## src/design/stream_fifo.sv

```systemverilog
// Register array FIFO with valid/ready ports
module stream_fifo
#(
   parameter int WIDTH        = 8,
   parameter int DEPTH        = 16,
   parameter int AFULL_MARGIN = 1
)
(
   input  logic                         m_axi_mm2s_aclk,
   input  logic                         rst_n_i,
   input  logic [WIDTH-1:0]             wr_data_i,
   input  logic                         wr_valid_i,
   output logic                         afull_o,
   output logic [$clog2(DEPTH + 1)-1:0] free_o,
   output logic [WIDTH-1:0]             rd_data_o,
   output logic                         rd_valid_o,
   input  logic                         rd_ready_i
);

   localparam int PTR_W = (DEPTH > 1) ? $clog2(DEPTH) : 1;
   localparam int CNT_W = $clog2(DEPTH + 1);

   logic [WIDTH-1:0] mem [DEPTH];
   logic [PTR_W-1:0] wr_ptr_q;
   logic [PTR_W-1:0] rd_ptr_q;
   logic [CNT_W-1:0] count_q;
   logic             rd_en;

   assign rd_valid_o = (count_q != '0);
   assign rd_data_o  = mem[rd_ptr_q];
   assign rd_en      = rd_valid_o & rd_ready_i;
   assign free_o     = CNT_W'(DEPTH) - count_q;
   assign afull_o    = (free_o <= CNT_W'(AFULL_MARGIN));

   always_ff @(posedge m_axi_mm2s_aclk)
   begin
      if (wr_valid_i)
         mem[wr_ptr_q] <= wr_data_i;
   end

   // Explicit wrap so non power of two depths work
   always_ff @(posedge m_axi_mm2s_aclk or negedge rst_n_i)
   begin
      if (!rst_n_i)
      begin
         wr_ptr_q <= '0;
         rd_ptr_q <= '0;
         count_q  <= '0;
      end
      else
      begin
         if (wr_valid_i)
            wr_ptr_q <= (wr_ptr_q == PTR_W'(DEPTH - 1)) ? '0 : wr_ptr_q + 1'b1;
         if (rd_en)
            rd_ptr_q <= (rd_ptr_q == PTR_W'(DEPTH - 1)) ? '0 : rd_ptr_q + 1'b1;
         case ({wr_valid_i, rd_en})
            2'b10:   count_q <= count_q + 1'b1;
            2'b01:   count_q <= count_q - 1'b1;
            default: count_q <= count_q;   // Both or neither
         endcase
      end
   end

endmodule

```

## config.mk

```make
export PLATFORM = sky130hd
export DESIGN_NAME = stream_fifo
export DESIGN_NICKNAME = d
export VERILOG_FILES = /design/src/design/stream_fifo.sv
export SDC_FILE = /design/constraint.sdc
export NUM_CORES = 1
export LEC_CHECK = 0
export BUFFER_PORTS_ARGS = -buffer_cell sky130_fd_sc_hd__buf_4
export CORE_ASPECT_RATIO = 0.5
export CORE_MARGIN = 1
export CORE_UTILIZATION = 41
export CTS_BUF_LIST = sky130_fd_sc_hd__clkbuf_4 sky130_fd_sc_hd__clkbuf_8 sky130_fd_sc_hd__clkbuf_16
export CTS_CLUSTER_SIZE = 8
export DETAILED_ROUTE_END_ITERATION = 16
export PLACE_DENSITY = 0.57
export SLEW_MARGIN = 20
export SYNTH_ARGS = -nofsm -noshare
export SYNTH_HDL_FRONTEND = slang
export SYNTH_SLANG_ARGS = --single-unit
```

## constraint.sdc

```tcl
create_clock -name m_axi_mm2s_aclk -period 2.8 [get_ports m_axi_mm2s_aclk]
set_input_delay 0.28 -clock m_axi_mm2s_aclk [delete_from_list [all_inputs] [get_ports m_axi_mm2s_aclk]]
set_output_delay 0.28 -clock m_axi_mm2s_aclk [all_outputs]
set_load 0.01 [all_outputs]
```

==> out/qor.csv <==
metric,value,unit
numCtsBuffers,17,
cts.clk_slew.worst_paths,0.06,ns
layout-drive-gt1-share,22.0,%
synth_edf_count,128,
rsz0062_at_grt,no,
dr.first_iter.drc_count,279,
diodes,0,
critPathCaptureType,register,
dr.pass1.iters,4,
clock_skew,0.00842,ns
viasPerCell,5.27,
period_minus_slack,2.65,ns
critical_path_arrival,2.94,ns
clockPowerShare,31.9,%
die-area,0.0149,mm^2
clock-sinks,141,
root_buffer,clkbuf_16,
detail-route-antenna-nets,0,
crit_chain,inv_1 > ha_1 > and2_1 > ha_1 > nor2b_1 > ha_1 > xor2_1 > ha_1 > a21oi_1 > nor4b_1 > a21oi_1 > xnor2_1,
hold_start,wr_valid_i,
syn_nets,356,
relSlewSlack,39.7,%
postSynth.asyncResetShare,9.22,%
finalHoldViolCount,0,
crit_slowest_cell,dfrtp_1,
start_util,42.8,%
overflow,0,
finish.instance_area,0.00696,mm^2
p_comb_share,29.7,%
ff2ff_path_depth,12,
htreeDepth,4,
grt_pass1_vias,3041,
synth.distinct_cells,37,
hpwl,7.90,mm
cts_tree,built,
placeableCoreArea,0.0138,mm^2
maxCapViolations,0,
synth_top_area_cell,edfxtp_1,
wl_per_cell,20.4,um
status,"finished, final reports clean",
synth_area,0.00592,mm^2
setup.worst_path.class,register to register,
cp_max_fo,7,
post_cts_buffers,0,
synth_flop_cell,edfxtp_1,
irDropWorstVdd,530,uV
drc,0,
syn_area_per_cell,17.8,um^2
power_density,1020,mW/mm^2
clk_latency,0.41,ns
grt_pass1_wl,17.9,mm
fmax,378,MHz
fp.dieH,87.0,um
ios,27,
synth_most_common_cell,edfxtp_1,
intPower,4.92,mW
required,3.09,ns
setup_viol,0,
gp_congestion,0.779,
clockBufferDepth,2,
routed_wl,11.7,mm
vias,3023,
period_share,94.5,%
reg2reg_from,count_q[0],
max_slew.worst_pin.slew,0.901,ns
die_x,172,um
power.share.switching,30.7,%
cpMostUsedCell,ha_1,
holdWs,0.150,ns
synth_warnings,0,
ys_seq_elements,141,
syn2layout_area_growth,17.5,%
io_buffers,26,
p_leak,2.44,nW
p_seq_share,38.4,%
max_stage_delay,0.35,ns
ys_top_cells_by_area,"edfxtp_1 65%, mux4_1 6.7%, dfrtp_1 5.5%",
hp-class,input pin to register,
netlist.area_leader.share,64.9,%
drv_slew,0,
power_switching,2.18,mW
layout.nets,393,
synth_common_cells,"128 x edfxtp_1, 25 x mux2i_1, 17 x nor2_1, 15 x mux4_1, 13 x dfrtp_1",
synth_cells,333,
grt_start_max_net_pins,45,
setup_tns,0,ns
grt.total_usage,17.2,%
hold_depth,2,
placed_area,0.00635,mm^2
num_rows,30,
yosysSeqAreaShare,70.4,%
cp-start-kind,register,
antenna_found_initial,0,
startpoint,count_q[0],
## cell families (layout without fill, tap and decap cells)
group	Yosys count	count (layout)	share of synthesized area, %
simple gates	49	49	3.93
fa+ha+maj	11	11	2.33
xor+xnor	10	10	1.48
mux	51	51	14.7
flops	141	141	70.4
buf+inv	30	79	2.64
compound gates	41	41	4.48
## flip-flops by register name (all words and copies together), names as in the netlist
name / flops
wr_ptr_q: 4
mem: 128
count_q: 5
rd_ptr_q: 4
## layout by cell type (no fill, tap or decap), types with 2 or more instances in the layout
| master | count |
|---|---|
| edfxtp_1 | 128 |
| buf_4 | 36 |
| mux2i_1 | 25 |
| nor2_1 | 17 |
| clkbuf_16 | 17 |
| mux4_1 | 15 |
| nand2_1 | 11 |
| ha_1 | 11 |
| dfrtp_1 | 11 |
| inv_1 | 9 |
| mux4_2 | 9 |
| a22oi_1 | 8 |
| a32oi_1 | 8 |
| o21ai_1 | 8 |
| o21ai_0 | 7 |
| xnor2_1 | 6 |
| a21oi_1 | 6 |
| nor3_1 | 5 |
| nand2b_1 | 5 |
| xor2_1 | 4 |
| nand3_1 | 4 |
| clkinv_4 | 4 |
| clkinvlp_4 | 3 |
| clkinv_2 | 3 |
| bufinv_16 | 3 |
| mux2_2 | 2 |
| dfrtp_2 | 2 |
| buf_12 | 2 |
## cell type report
| cell class | instances | area (um^2) |
|---|---|---|
| Inverter | 9 | 33.8 |
| Tap cell | 192 | 240 |
| Multi-Input combinational cell | 162 | 1590 |
| Fill cell | 1154 | 6860 |
| Clock buffer | 17 | 425 |
| Timing Repair Buffer | 39 | 320 |
| Clock inverter | 14 | 171 |
| Sequential cell | 141 | 4170 |
## stage by stage
stage / worst slack (ns) / cells / total power, mW / util (%)
floorplan: 0.0681 / 333 / 4.13 / -
global placement: 0.456 / 542 / 4.79 / 46.0
detailed placement: 0.148 / 542 / 4.87 / 46.0
CTS: 0.131 / 574 / 7.15 / 50.3
global route: 0.0254 / 574 / 7.44 / 50.4
finish: 0.154 / 574 / 7.10 / 50.4
## metal layers
metal | up-vias | track usage, % | wire (um)
met3 | 4 | 4.91 | 640
met2 | 64 | 26.4 | 5590
met4 | 0 | 5.55 | 85
li1 | 1397 | - | -
met5 | - | 0 | 0
met1 | 1558 | 23.8 | 5390
## path summary, 6_finish.rpt
check                              end  slack, ns
min reg2reg                 count_q[4]       0.51
max                         count_q[4]       0.15
max in group asynchronous   count_q[2]       2.36
min                        wr_ptr_q[1]       0.15
min in group asynchronous   count_q[0]       0.24
max reg2reg                 count_q[4]       0.15
## critical path, delay by kind of cell, from the launching register on
kind                     cells  cell delay, ns
adder cells (fa/ha/maj)      4            0.94
AND/OR/NAND/NOR              3            0.62
flip-flops                   1            0.35
XOR/XNOR                     2            0.35
AO/OA/AOI/OAI                2            0.21
buffers and inverters        1            0.05
## power groups by stage
| stage | combinational (mW) | sequential (mW) | clock [mW] |
|---|---|---|---|
| final | 2.11 | 2.72 | 2.27 |
| after global routing | 2.28 | 2.75 | 2.40 |
| after CTS | 2.14 | 2.72 | 2.30 |
| after detailed placement | 2.11 | 2.76 | 0 |
| after global placement | 2.05 | 2.73 | 0 |
| after floorplan | 1.47 | 2.66 | 0 |
## what timing repair did
item                                    CTS  global route
resized for setup                         0             1
hold buffers                              1             0
endpoints found under the hold margin    13             0
endpoints found under the setup margin    0             1
(Power assumes the default switching activity.)
