$ cat src/design/aes_pkg.sv
// AES stream engine shared definitions
package aes_pkg;

   localparam int BLOCK_W    = 128;
   localparam int KEY_W      = 256;
   localparam int WORD_W     = 32;
   localparam int APB_ADDR_W = 8;
   localparam int KEY_WORDS  = KEY_W / WORD_W;

   typedef logic [BLOCK_W-1:0]    block_t;     // FIPS-197 byte 0 at the top
   typedef logic [KEY_W-1:0]      key_t;       // Key word 0 at the top
   typedef logic [WORD_W-1:0]     word_t;
   typedef logic [APB_ADDR_W-1:0] apb_addr_t;
   typedef logic [31:0]           blk_cnt_t;

   typedef struct packed {
      block_t block;
      logic   last;
   } data_beat_t;

   typedef struct packed {
      word_t data;
      logic  last;
   } sts_beat_t;

   typedef struct packed {
      logic      psel;
      logic      penable;
      logic      pwrite;
      apb_addr_t paddr;
      word_t     pwdata;
   } apb_req_t;

   typedef struct packed {
      word_t prdata;
      logic  pready;
      logic  pslverr;
   } apb_rsp_t;

   // Register map
   localparam apb_addr_t KEY_BASE_ADDR = 8'h00;   // Eight key words, 4 bytes apart
   localparam apb_addr_t BLK_CNT_ADDR  = 8'h20;   // Read only

   localparam word_t STS_HEAD_WORD = 32'h5000_0000;
   localparam int    STS_LEN       = 5;

   typedef enum logic [1:0] {
      IDLE,
      ROUND,
      DONE
   } core_state_e;

endpackage

$ cat src/design/apb_key_regs.sv
// APB key and block counter registers
module apb_key_regs
(
   input  logic              m_axi_mm2s_aclk,
   input  logic              rst_n_i,
   input  aes_pkg::apb_req_t apb_req_i,
   output aes_pkg::apb_rsp_t apb_rsp_o,
   input  logic              blk_done_i,
   output aes_pkg::key_t     key_o
);
   import aes_pkg::*;

   word_t      key_q [KEY_WORDS];
   blk_cnt_t   blk_cnt_q;
   logic       wr_req;
   logic       key_hit;
   apb_addr_t  key_off;
   logic [2:0] key_idx;

   assign wr_req  = apb_req_i.psel & apb_req_i.penable & apb_req_i.pwrite;
   assign key_hit = (apb_req_i.paddr < BLK_CNT_ADDR);
   assign key_off = apb_req_i.paddr - KEY_BASE_ADDR;
   assign key_idx = key_off[4:2];   // One word every 4 bytes

   always_ff @(posedge m_axi_mm2s_aclk or negedge rst_n_i)
   begin
      if (!rst_n_i)
      begin
         for (int i = 0; i < KEY_WORDS; i++)
            key_q[i] <= '0;
      end
      else if (wr_req && key_hit)
         key_q[key_idx] <= apb_req_i.pwdata;
   end

   always_ff @(posedge m_axi_mm2s_aclk or negedge rst_n_i)
   begin
      if (!rst_n_i)
         blk_cnt_q <= '0;
      else if (blk_done_i)
         blk_cnt_q <= blk_cnt_q + 1'b1;
   end

   always_comb
   begin
      apb_rsp_o.pready  = 1'b1;   // No wait states
      apb_rsp_o.pslverr = wr_req & ~key_hit;
      if (key_hit)
         apb_rsp_o.prdata = key_q[key_idx];
      else if (apb_req_i.paddr == BLK_CNT_ADDR)
         apb_rsp_o.prdata = blk_cnt_q;
      else
         apb_rsp_o.prdata = '0;
   end

   // Word 0 ends up in the top bits
   always_comb
   begin
      for (int i = 0; i < KEY_WORDS; i++)
         key_o[KEY_W - 1 - WORD_W*i -: WORD_W] = key_q[i];
   end

endmodule

$ cat config.mk
export PLATFORM = sky130hd
export DESIGN_NAME = apb_key_regs
export DESIGN_NICKNAME = d
export VERILOG_FILES = /design/src/design/aes_pkg.sv /design/src/design/apb_key_regs.sv
export SDC_FILE = /design/constraint.sdc
export NUM_CORES = 1
export LEC_CHECK = 0
export ABC_AREA = 1
export ABC_CLOCK_PERIOD_IN_PS = 1750
export BUFFER_PORTS_ARGS = -buffer_cell sky130_fd_sc_hd__buf_2
export CORE_MARGIN = 1
export CORE_UTILIZATION = 35
export CTS_CLUSTER_DIAMETER = 100
export CTS_CLUSTER_SIZE = 28
export DETAILED_ROUTE_END_ITERATION = 16
export PLACE_DENSITY = 0.67
export SETUP_SLACK_MARGIN = 0.02
export SYNTH_ARGS = -nofsm -noshare
export SYNTH_HDL_FRONTEND = slang
export SYNTH_SLANG_ARGS = --single-unit
$ cat constraint.sdc
create_clock -name m_axi_mm2s_aclk -period 1.75 [get_ports m_axi_mm2s_aclk]
set_input_delay 0.175 -clock m_axi_mm2s_aclk [delete_from_list [all_inputs] [get_ports m_axi_mm2s_aclk]]
set_output_delay 0.175 -clock m_axi_mm2s_aclk [all_outputs]
set_load 0.01 [all_outputs]
==> out/metrics.sh <==
PERIOD_SHARE=1.046
POSTSYNTH.ASYNCRESETSHARE=1.000
POST-DP-HPWL_UM=36660
GR-TOTAL-OVERFLOW=0
SYNTH_TOP_AREA_SHARE=0.4990
REPORT.FINAL.SLEW_VIOL_COUNT=0
MAXCLOCKFREQUENCY_MHz=546.2
MIN_DELAY_WORST_ENDPOINT='key_o[83]'
SYNTH_COMPOUND_GATE_AREA_SHARE=0.1144
DRT-TOTAL-WL_UM=52930
CTSLONGESTPATHBUFFERS=3
DRTANTENNAVIOLNETS=0
CELL_OCCURRING_MOST_OFTEN_ALONG_THE_WORST_TIMING_PATH='sky130_fd_sc_hd__nand2_1'
CORE_AREA_MM2=0.04074
REG2REG_DEPTH=9
TIMING.CRITICAL_PATH.FANOUT_MAX=2
SYNTH_FLOP_CELL='sky130_fd_sc_hd__dfrtp_1'
RUN_STATUS='finished with violations'
MAX_SLEW_MARGIN=0.6065
VIAS_PER_CELL=5.013
WORST_SETUP_HOLD_PATH_CLK_SLEW_PS=110
WORSTHOLDPATHTYPE='input pin to flop'
FLOORPLAN.ROWS=74
CRITICAL-PATH-MAX-STAGE-DELAY_PS=400
GR-USAGE-ALL-LAYERS=0.2460
NUM-NETS-FINAL=2411
SYNTH_SEQ_CELLS=288
SYNTH_AREA_PER_CELL_UM2=7.811
PLACE.GP.CONGESTION=0.9014
INITIAL_UTILIZATION=0.3545
NUMBER_OF_ANTENNA_VIOLATIONS_AT_THE_FIRST_CHECK_IN_GLOBAL_ROUTING=0
POST-ROUTE-MIN-PERIOD_PS=1831
FINAL-HOLD-VIOLATION-COUNT=0
CP_DATA_ARRIVAL_TIME_PS=1660
CP_SLOWEST_CELL='sky130_fd_sc_hd__dfrtp_1'
FLOORPLAN.DIE.WIDTH_UM=205.1
POST-ROUTE-UTIL=0.4680
POST-ROUTE-DRC-COUNT=0
CTS_ROOT_BUF='sky130_fd_sc_hd__clkbuf_16'
NUM_ANTENNA_CELLS=0
ROUTED-VIA-COUNT=14540
DRV_CAP=0
CRITICAL_PATH_REQUIRED_PS=1570
NUM_IO_PINS=336
TIMING_WORST_SETUP_PATH_TYPE='flop to output port'
FF2FF_SETUP_SLACK_PS=140
POST-SYNTH-TOP-COUNT-CELL='sky130_fd_sc_hd__nand2_1'
POST_SYNTH_FA_HA_MAJ_AREA_FRACTION=0.0008663
NUMBER_OF_ENABLE_FLIP_FLOP_CELLS_AFTER_SYNTHESIS=0
SYNTH_SEQ_AREA_SHARE=0.4990
SYNTH.LIB_CELLS_USED.DISTINCT=32
SYNTH_FP_NETS=1896
FP.DIEAREA_MM2=0.04208
DRIVE_ABOVE_1_SHARE=0.3100
MIN_DELAY_PATH_DEPTH=3
CLOCK_LATENCY_AT_THE_LATER_PIN_OF_THE_WORST_SKEW_PAIR_PS=500
SETUP_VIOL=18
TRITONCTS_BUFFERS=15
POWER_LEAKAGE_nW=10.61
VIAS_IN_THE_FIRST_GLOBAL_ROUTE=13920
HOLD_START='apb_req_i[19]'
FIN_SKEW_PS=9.764
POST_SYNTH_MUX_AREA_SHARE=0
TIMING.RR.END='blk_cnt_q[26]'
SYNTH.CELLS.MOST_FREQUENT='sky130_fd_sc_hd__nand2_1 (868), sky130_fd_sc_hd__dfrtp_1 (288), sky130_fd_sc_hd__o21ai_1 (179), sky130_fd_sc_hd__inv_1 (94), sky130_fd_sc_hd__nand3_1 (88)'
PLACE_WS_PS=37.56
POST_SYNTH_MAIN_AREA_CONTRIBUTORS='sky130_fd_sc_hd__dfrtp_1 (50%), sky130_fd_sc_hd__nand2_1 (23%), sky130_fd_sc_hd__o21ai_1 (6.2%)'
UNREPAIRED_SETUP_ENDPOINTS_AFTER_GLOBAL_ROUTING='yes'
GRT_MAX_DEGREE=65
AVGROUTEDWIREPERCELL_UM=18.25
CLOCK_SINK_COUNT=288
FAILED_CHECKS='negative setup slack'
SYNTH_TOP_CELL_BY_AREA='sky130_fd_sc_hd__dfrtp_1'
WORST_SLACK_PS=-80.93
CTS-HTREE-LEVELS=1
SYN-INSTANCE-COUNT=1849
SETUP.WORST_PATH.END_CLASS='output port'
POWER.IR.VDD_WORST_uV=677.4
SYNTH_SIMPLE_GATE_AREA_SHARE=0.2975
POST_SYNTH_XOR_AREA_FRACTION=0.01031
DETAILEDROUTE.FIRSTITERATIONVIOLATIONS=1182
SYNTH_TOP_FAMILY_BY_AREA='simple AND/OR/NAND/NOR gates'
DIE_HEIGHT_UM=205.1
TRITONCTS='yes'
CP_CELL_SEQUENCE='nand2_1 > nand2_1 > nand2_1 > nand2_1 > nand2_1 > nand2_2 > nand2_2 > nand2_1 > buf_2'
AREA.GROWTH.SYNTH_TO_FINAL_PCT=32.01
R2R_START='blk_cnt_q[1]'
GRT_FIRST_PASS_WIRELENGTH_UM=79660
TOTAL_POWER_mW=13.67
PORT_BUFFERS=334
CELL_AREA_AFTER_TECHNOLOGY_MAPPING_MM2=0.01444
FIRSTDRTPASSITERS=5
SYNTH_WARNINGS=0
POWER.DENSITY_CELL_AREA_mW_PER_MM2=716.8
TIGHTESTPINTRANSITION_PS=588.2
CRITPATHLAUNCHTYPE='flop'
==> timing repair <==
action | 4_1_cts | 5_1_grt
hold endpoints to repair | 243 | 0
gates resized for setup | 29 | 20
buffers inserted | 153 | 52
hold buffers | 2 | 0
pin swaps | 56 | 41
endpoints found under the setup margin | 31 | 38
==> logic make-up after synthesis <==
| group | Yosys count |
|---|---|
| xor gates and xnor gates | 17 |
| AOI/OAI and AO/OA | 294 |
| other | 1 |
| and+or+nand+nor | 1044 |
| buffers and inverters | 204 |
| DFF | 288 |
| adders and majority gates | 1 |
==> state kept, by name, summed over array words and instances, names as in the netlist <==
name       flops
blk_cnt_q     32
key_o        256
==> final cells by class <==
cell class	instances	area (um^2)
Timing Repair Buffer	606	4140
Clock inverter	6	62.56
Fill cell	3984	21670
Sequential cell	288	7208
Tap cell	532	665.6
Clock buffer	15	375.4
Inverter	96	364.1
Multi-Input combinational cell	1357	6250
==> critical path, delay by kind of cell, from the launching register on <==
kind,cells,cell delay [ps]
buffers and inverters,1,130
AND/OR/NAND/NOR,8,610
flip-flops,1,400
==> worst max path at each step <==
| stage | start | end | cells past startpoint |
|---|---|---|---|
| after floorplan | blk_cnt_q[0] | blk_cnt_q[30] | 9 |
| after global placement | apb_req_i[34] | apb_rsp_o[28] | 11 |
| after detailed placement | apb_req_i[34] | apb_rsp_o[16] | 12 |
| after CTS | key_o[30] | apb_rsp_o[32] | 9 |
| after global routing | key_o[30] | apb_rsp_o[32] | 9 |
| final | key_o[153] | apb_rsp_o[27] | 9 |
==> stage by stage <==
stage | instances | hold WS [ps] | TNS, ps | cell area, um^2
2_1_floorplan | 1849 | -120.6 | 0 | 14440
3_3_place_gp | 2672 | 89.67 | 0 | 16940
3_5_place_dp | 2672 | 96.91 | 0 | 16940
4_1_cts | 2848 | 2.630 | -1047 | 18620
5_1_grt | 2900 | 26.46 | -3884 | 19070
6_report | 2900 | 25.15 | -754.8 | 19070
==> cells in the final DEF, fill, tap and decap left out, types with 2 or more instances in the layout <==
| master | n |
|---|---|
| sky130_fd_sc_hd__nand2_4 | 5 |
| sky130_fd_sc_hd__buf_4 | 240 |
| sky130_fd_sc_hd__nand2_1 | 834 |
| sky130_fd_sc_hd__nor3_1 | 3 |
| sky130_fd_sc_hd__o21ai_0 | 63 |
| sky130_fd_sc_hd__o21ai_1 | 183 |
| sky130_fd_sc_hd__buf_12 | 32 |
| sky130_fd_sc_hd__nand3_1 | 87 |
| sky130_fd_sc_hd__dlygate4sd3_1 | 2 |
| sky130_fd_sc_hd__xnor2_1 | 5 |
| sky130_fd_sc_hd__nand3_4 | 2 |
| sky130_fd_sc_hd__dfrtp_1 | 287 |
| sky130_fd_sc_hd__nand4_1 | 10 |
| sky130_fd_sc_hd__buf_2 | 330 |
| sky130_fd_sc_hd__nand2_2 | 30 |
| sky130_fd_sc_hd__nand3_2 | 4 |
| sky130_fd_sc_hd__nor4_4 | 2 |
| sky130_fd_sc_hd__nand4_4 | 6 |
| sky130_fd_sc_hd__clkinv_2 | 4 |
| sky130_fd_sc_hd__nand3b_1 | 8 |
| sky130_fd_sc_hd__o21ai_2 | 48 |
| sky130_fd_sc_hd__xor2_1 | 12 |
| sky130_fd_sc_hd__nor2_2 | 6 |
| sky130_fd_sc_hd__nor2_1 | 44 |
| sky130_fd_sc_hd__inv_1 | 93 |
| sky130_fd_sc_hd__clkbuf_16 | 15 |
==> power breakdown <==
part           switching [mW]  internal, mW  total (mW)
combinational            1.40         0.959        2.36
sequential              0.306          7.01        7.32
clock                    2.34          1.64        3.98
total                    4.05          9.61        13.7
==> layer usage <==
layer,track usage,part of all wire
met1,0.3319,0.43
met2,0.3939,0.46
met3,0.05011,0.084
met4,0.07910,0.028
met5,0,0
Note: power is estimated with default switching activity, not from simulation.
