### src/design/aes_pkg.sv
// AES stream engine shared definitions
package aes_pkg;

   localparam int BLOCK_W    = 128;
   localparam int KEY_W      = 256;
   localparam int WORD_W     = 32;
   localparam int APB_ADDR_W = 8;
   localparam int KEY_WORDS  = KEY_W / WORD_W;

   typedef logic [BLOCK_W-1:0]    block_t;     // FIPS-197 byte 0 at the top
   typedef logic [KEY_W-1:0]      key_t;       // Key word 0 at the top
   typedef logic [WORD_W-1:0]     word_t;
   typedef logic [APB_ADDR_W-1:0] apb_addr_t;
   typedef logic [31:0]           blk_cnt_t;

   typedef struct packed {
      block_t block;
      logic   last;
   } data_beat_t;

   typedef struct packed {
      word_t data;
      logic  last;
   } sts_beat_t;

   typedef struct packed {
      logic      psel;
      logic      penable;
      logic      pwrite;
      apb_addr_t paddr;
      word_t     pwdata;
   } apb_req_t;

   typedef struct packed {
      word_t prdata;
      logic  pready;
      logic  pslverr;
   } apb_rsp_t;

   // Register map
   localparam apb_addr_t KEY_BASE_ADDR = 8'h00;   // Eight key words, 4 bytes apart
   localparam apb_addr_t BLK_CNT_ADDR  = 8'h20;   // Read only

   localparam word_t STS_HEAD_WORD = 32'h5000_0000;
   localparam int    STS_LEN       = 5;

   typedef enum logic [1:0] {
      IDLE,
      ROUND,
      DONE
   } core_state_e;

endpackage

### src/design/frame_status_gen.sv
// Frame status packet generator
module frame_status_gen
#(
   parameter int FREE_W = 4
)
(
   input  logic               m_axi_mm2s_aclk,
   input  logic               rst_n_i,
   input  logic               frame_end_i,
   input  logic [FREE_W-1:0]  sts_free_i,
   output logic               hold_o,
   output aes_pkg::sts_beat_t sts_beat_o,
   output logic               sts_valid_o
);
   import aes_pkg::*;

   localparam int CNT_W = $clog2(STS_LEN + 1);

   logic [CNT_W-1:0] cnt_q;   // Words left in the packet

   always_ff @(posedge m_axi_mm2s_aclk or negedge rst_n_i)
   begin
      if (!rst_n_i)
         cnt_q <= '0;
      else if (frame_end_i)
         cnt_q <= CNT_W'(STS_LEN);
      else if (cnt_q != '0)
         cnt_q <= cnt_q - 1'b1;
   end

   assign sts_valid_o     = (cnt_q != '0);
   assign sts_beat_o.data = (cnt_q == CNT_W'(STS_LEN)) ? STS_HEAD_WORD : '0;
   assign sts_beat_o.last = (cnt_q == CNT_W'(1));

   // Burst never stalls, so the next frame end waits for a full packet of room
   assign hold_o = (cnt_q != '0) | (sts_free_i < FREE_W'(STS_LEN));

endmodule

### config.mk
export PLATFORM = sky130hd
export DESIGN_NAME = frame_status_gen
export DESIGN_NICKNAME = d
export VERILOG_FILES = /design/src/design/aes_pkg.sv /design/src/design/frame_status_gen.sv
export SDC_FILE = /design/constraint.sdc
export NUM_CORES = 1
export LEC_CHECK = 0
export BUFFER_PORTS_ARGS = -buffer_cell sky130_fd_sc_hd__buf_2
export CELL_PAD_IN_SITES_DETAIL_PLACEMENT = 1
export CELL_PAD_IN_SITES_GLOBAL_PLACEMENT = 1
export CORE_UTILIZATION = 23
export DETAILED_ROUTE_END_ITERATION = 10
export GPL_TIMING_DRIVEN = 0
export PLACE_DENSITY_LB_ADDON = 0.1
export RECOVER_POWER = 50
export REMOVE_ABC_BUFFERS = 1
export SYNTH_ARGS = -nofsm -noshare
export SYNTH_HDL_FRONTEND = slang
export SYNTH_SLANG_ARGS = --single-unit
### constraint.sdc
create_clock -name m_axi_mm2s_aclk -period 1.2 [get_ports m_axi_mm2s_aclk]
set_input_delay 0.24 -clock m_axi_mm2s_aclk [delete_from_list [all_inputs] [get_ports m_axi_mm2s_aclk]]
set_output_delay 0.24 -clock m_axi_mm2s_aclk [all_outputs]
set_load 0.005 [all_outputs]
==> results of run 1 <==
[synth_stat cells]
master / n / share of area, %
mux2i_1: 1 / 2.2
dfrtp_1: 3 / 17
and2_1: 1 / 1.4
nor2b_2: 1 / 1.9
a211o_1: 1 / 1.9
inv_1: 3 / 2.5
buf_4: 31 / 52
o31ai_1: 1 / 1.7
nand4bb_1: 1 / 2.5
ha_1: 3 / 8.3
conb_1: 1 / 0.83
nor2b_1: 3 / 4.2
nor2_1: 2 / 1.7
o21ai_0: 1 / 1.1
o21a_1: 1 / 1.7
[stage by stage]
stage	instance area, um2	std cells	TNS, ns
4_1_cts	519	98	-1.13
5_1_grt	561	100	-1.71
3_3_place_gp	414	88	-0.327
6_report	561	100	-1.25
2_1_floorplan	328	52	0
3_5_place_dp	414	88	-0.341
[cell type report]
class	instances	area [um2]
Clock buffer	4	26.3
Fill cell	232	1220
Inverter	3	11.3
Multi-Input combinational cell	46	280
Sequential cell	3	75.1
Tap cell	25	31.3
Timing Repair Buffer	19	136
[timing repair]
| action | CTS | global route |
|---|---|---|
| buffers inserted | 5 | 2 |
| gates cloned | 0 | 0 |
| hold buffers | 1 | 0 |
| hold endpoints to repair | 3 | 0 |
| endpoints found under the setup margin | 7 | 8 |
| pin swaps | 1 | 2 |
| resized for setup | 10 | 5 |
[power by group]
part           switching (W)  total [W]  internal (W)
logic               0.000107   0.000256      0.000149
clock network      0.0000540   0.000179      0.000125
registers          0.0000191   0.000135      0.000116
total               0.000181   0.000571      0.000390
[layer usage]
metal / vias to the layer above / share of wire [%] / track usage [%]
met5: - / 0 / 0
met4: 0 / 1.9 / 8.82
met3: 2 / 9.2 / 2.35
met2: 26 / 50 / 12.8
met1: 149 / 39 / 10.1
li1: 148 / - / -
[cells by family (layout without fill, tap and decap cells)]
group | count (synthesis) | in the layout | share of synthesized area [%]
AOI/OAI and AO/OA | 4 | 4 | 6.37
adders and majority gates | 3 | 3 | 8.31
and+or+nand+nor | 8 | 8 | 11.6
muxes | 1 | 1 | 2.22
other | 1 | 30 | 0.830
DFF | 3 | 3 | 16.6
buffers and inverters | 34 | 26 | 54.0
[how the worst min path moves through the flow]
| stage | start | slack (ns) | end |
|---|---|---|---|
| after global routing | frame_end_i | 0.28 | cnt_q[1]$_DFFE_PN0P_ |
| after CTS | frame_end_i | 0.26 | cnt_q[1]$_DFFE_PN0P_ |
| after floorplan | rst_n_i | -0.06 | cnt_q[0]$_DFFE_PN0P_ |
| final | frame_end_i | 0.28 | cnt_q[1]$_DFFE_PN0P_ |
| after global placement | rst_n_i | 0.04 | cnt_q[0]$_DFFE_PN0P_ |
| after detailed placement | rst_n_i | 0.04 | cnt_q[2]$_DFFE_PN0P_ |
==> impl_metrics.ini, run 1 <==
[outcome]
outcome = finished with violations
violations = setup timing

[cells_and_area]
drive_gt1_share_pct = 37.3
layout_commonest_cell = conb_1
synthToLayoutAreaGrowth_pct = 24.1
final_util_pct = 31.4
largest_reg_flops = 3
finish.net_count = 86
antennaDiodeCount = 0
layout_common_cells = conb_1, buf_2, buf_4
regMostFlops = cnt_q
reg_top3 = cnt_q: 3 flops

[worst_setup_path]
crit_fanout = 3
reg2reg_to = cnt_q[0]$_DFFE_PN0P_
critical_path_buf_inv_count = 2
cp_cell_sequence = inv_2 -> ha_4 -> nor2b_4 -> o21ai_1 -> buf_2
startpoint = cnt_q[0]$_DFFE_PN0P_
r2r-start = cnt_q[0]$_DFFE_PN0P_
cp.required_ns = 0.96
crit_end = hold_o
endpoint_kind = output pin
crit_path_start_kind = flop
critPathKind = reg -> out
critPathMaxStageDelay_ns = 0.40
critical_path_cell_count = 5
worstPathArrival_ns = 1.21
crit_family = flip-flops
rrSetupSlack_ns = -0.05
critPathSlowestCell = dfrtp_1
r2r_cells = 6

[placement]
gp_congestion = 0.640
pre_cts_slack_ns = -0.186
io_buffers = 11
post-dp-hpwl_um = 560

[clock_network]
cts_tree = yes
cts_buffers = 3
clock_tree.root_cell = clkbuf_4
clk_latency_ns = 0.23
clock-sinks = 3
htreeDepth = 1
path_clk_slew_ns = 0.04
clockBufferDepth = 2

[timing]
whs_ns = 0.276
setup_viol = 7
fin_crit_ns = 1.45
slew_violations = 0
clock_skew_ns = 0.0000981
hold_viol_final = 0
rsz0062_at_grt = true
fin_ws_ns = -0.249
max_clock_freq_ghz = 0.690
finalCritPeriodShare_pct = 121

[global_routing]
grt_overflow = 0
grt_pass1_wl_um = 1200
grtUsageTotal_pct = 8.82
grt_pass1_vias = 265
grt_max_degree = 7
antenna_found_initial = 0

[die]
coreArea_mm2 = 0.00178
die_x_um = 46.3
ioPinCount = 42
rows = 15
die_h_um = 46.3
start_util_pct = 25.3
design.die.area_mm2 = 0.00215

[synth]
synth_warnings = 0
seq_area_frac_synth_pct = 16.6
syn_area_per_cell_um2 = 8.36
syn_area_um2 = 452
yosysUniqueCellTypes = 15
synth_seq_cells = 3
syn_inst = 54

[job]
cap_violations = 0

[routing]
dr.first_iter.drc_count = 1
drc = 0
drt_first_pass_iters = 4
routed-via-count = 325
routedWlPerCell_um = 8.05
ant_nets = 0
wirelength_um = 805
viasPerCell = 3.25

[power_and_ir_drop]
p_total_w = 0.000571
ir_drop_uv = 477
p_per_area_mw_per_mm2 = 1020
power.leakage_nw = 0.291

[worst_hold_path]
whs_path_depth = 2
hold_class = in -> reg
(Power assumes the default switching activity.)
==> run 2: changes to the inputs <==
TNS_END_PERCENT = 5   (was default)
==> impl_metrics.ini, run 2 (synthesized netlist as in run 1, its figures left out) <==
[outcome]
outcome = finished with violations
violations = setup timing

[die]
die_h_um = 46.3
rows = 15
coreArea_mm2 = 0.00178
start_util_pct = 25.3
ioPinCount = 42
design.die.area_mm2 = 0.00215
die_x_um = 46.3

[clock_network]
clk_latency_ns = 0.23
clockBufferDepth = 2
cts_tree = yes
clock_tree.root_cell = clkbuf_4
htreeDepth = 1
path_clk_slew_ns = 0.04
cts_buffers = 3
clock-sinks = 3

[worst_setup_path]
cp_cell_sequence = inv_2 -> ha_4 -> nor2b_4 -> o21ai_1 -> buf_2
crit_family = flip-flops
critPathMaxStageDelay_ns = 0.39
critPathSlowestCell = dfrtp_1
critPathKind = reg -> out
cp.required_ns = 0.96
critical_path_buf_inv_count = 2
endpoint_kind = output pin
crit_fanout = 3
crit_path_start_kind = flop
worstPathArrival_ns = 1.20

[cells_and_area]
final_cells = 100
layout_common_cells = conb_1, buf_2, buf_4
finish.net_count = 86
reg_top3 = cnt_q: 3 flops
fillers = 230
antennaDiodeCount = 0
drive_gt1_share_pct = 37.3
final_util_pct = 31.8
synthToLayoutAreaGrowth_pct = 25.5
layout_commonest_cell = conb_1
largest_reg_flops = 3
regMostFlops = cnt_q

[power_and_ir_drop]
intPower_w = 0.000396
power.leakage_nw = 0.291
p_switching_w = 0.000187
ir_drop_uv = 477
p_per_area_mw_per_mm2 = 1030
p_sw_share_pct = 32.1
power_frac_clock_pct = 30.6
combPwrFrac_pct = 46.1
power_frac_seq_pct = 23.3
p_total_w = 0.000584

[global_routing]
grt_max_degree = 7
grtUsageTotal_pct = 8.82
grt_pass1_wl_um = 1200
grt_pass1_vias = 267
grt_overflow = 0
antenna_found_initial = 0

[timing]
fin_ws_ns = -0.243
setup_viol = 6
slew_violations = 0
max_clock_freq_ghz = 0.693
finalCritPeriodShare_pct = 120
rsz0062_at_grt = true
hold_viol_final = 0
fin_crit_ns = 1.44
clock_skew_ns = 0.0000980

[routing]
routedWlPerCell_um = 8.20
routed-via-count = 324
wirelength_um = 820
ant_nets = 0
drc = 0
dr.first_iter.drc_count = 1
drt_first_pass_iters = 4
viasPerCell = 3.24

[placement]
io_buffers = 11
post-dp-hpwl_um = 560
gp_congestion = 0.640
dp_cells = 88

[worst_hold_path]
hold_class = in -> reg

[job]
cap_violations = 0
[run 2: repair_timing]
item                       4_1_cts  5_1_grt
hold buffers                     1        0
pin swaps                        1        1
setup endpoints to repair        7        8
gates resized for setup         10        5
buffers inserted                 5        2
hold endpoints to repair         3        0
[run 2: cell type report]
cell class	instances	area (um2)	area share (%)
sequential	3	75.1	13.2
inverter	3	11.3	1.99
multi-input combinational	46	290	51.2
clock buffer	4	26.3	4.64
tap	25	31.3	5.52
timing repair buffer	19	133	23.4
[run 2: metrics by stage]
| step | TNS, ns | hold slack, ns | instance area [um2] | setup slack (ns) |
|---|---|---|---|---|
| after global placement | -0.327 | 0.0372 | 414 | -0.187 |
| after floorplan | 0 | -0.0556 | 328 | 0.0206 |
| after global routing | -1.60 | 0.282 | 567 | -0.335 |
| after detailed placement | -0.341 | 0.0372 | 414 | -0.186 |
| final | -1.18 | 0.276 | 567 | -0.243 |
| after CTS | -1.13 | 0.262 | 519 | -0.243 |
[run 2: power groups by stage]
stage	combinational [W]	clock, W	sequential (W)
6_report	0.000269	0.000179	0.000136
5_1_grt	0.000302	0.000204	0.000138
4_1_cts	0.000204	0.000188	0.000135
3_5_place_dp	0.000136	0	0.000134
3_3_place_gp	0.000134	0	0.000133
2_1_floorplan	0.0000891	0	0.000128
[run 2: path summary, 6_finish.rpt]
check                      depth (start not counted)  slack [ns]                  from              endpoint
max                                                5       -0.24  cnt_q[1]$_DFFE_PN0P_                hold_o
min                                                2        0.28           frame_end_i  cnt_q[1]$_DFFE_PN0P_
max reg2reg                                        5       -0.01  cnt_q[1]$_DFFE_PN0P_  cnt_q[2]$_DFFE_PN0P_
min reg2reg                                        2        0.65  cnt_q[1]$_DFFE_PN0P_  cnt_q[1]$_DFFE_PN0P_
max in group asynchronous                          2        0.71               rst_n_i  cnt_q[1]$_DFFE_PN0P_
min in group asynchronous                          2        0.34               rst_n_i  cnt_q[2]$_DFFE_PN0P_
[run 2: routing by layer]
metal	GRT usage (%)	vias to the layer above	routed length (um)
met3	2.35	2	74
met4	8.82	0	15
met5	0	-	0
met2	12.8	26	408
met1	10.1	148	321
li1	-	148	-
[run 2: worst reg2reg max path: stages (launching register included)]
cell and delay [ns]:
dfrtp_1 0.36, inv_2 0.07, buf_4 0.13, buf_4 0.13, ha_4 0.15, a211o_1 0.25
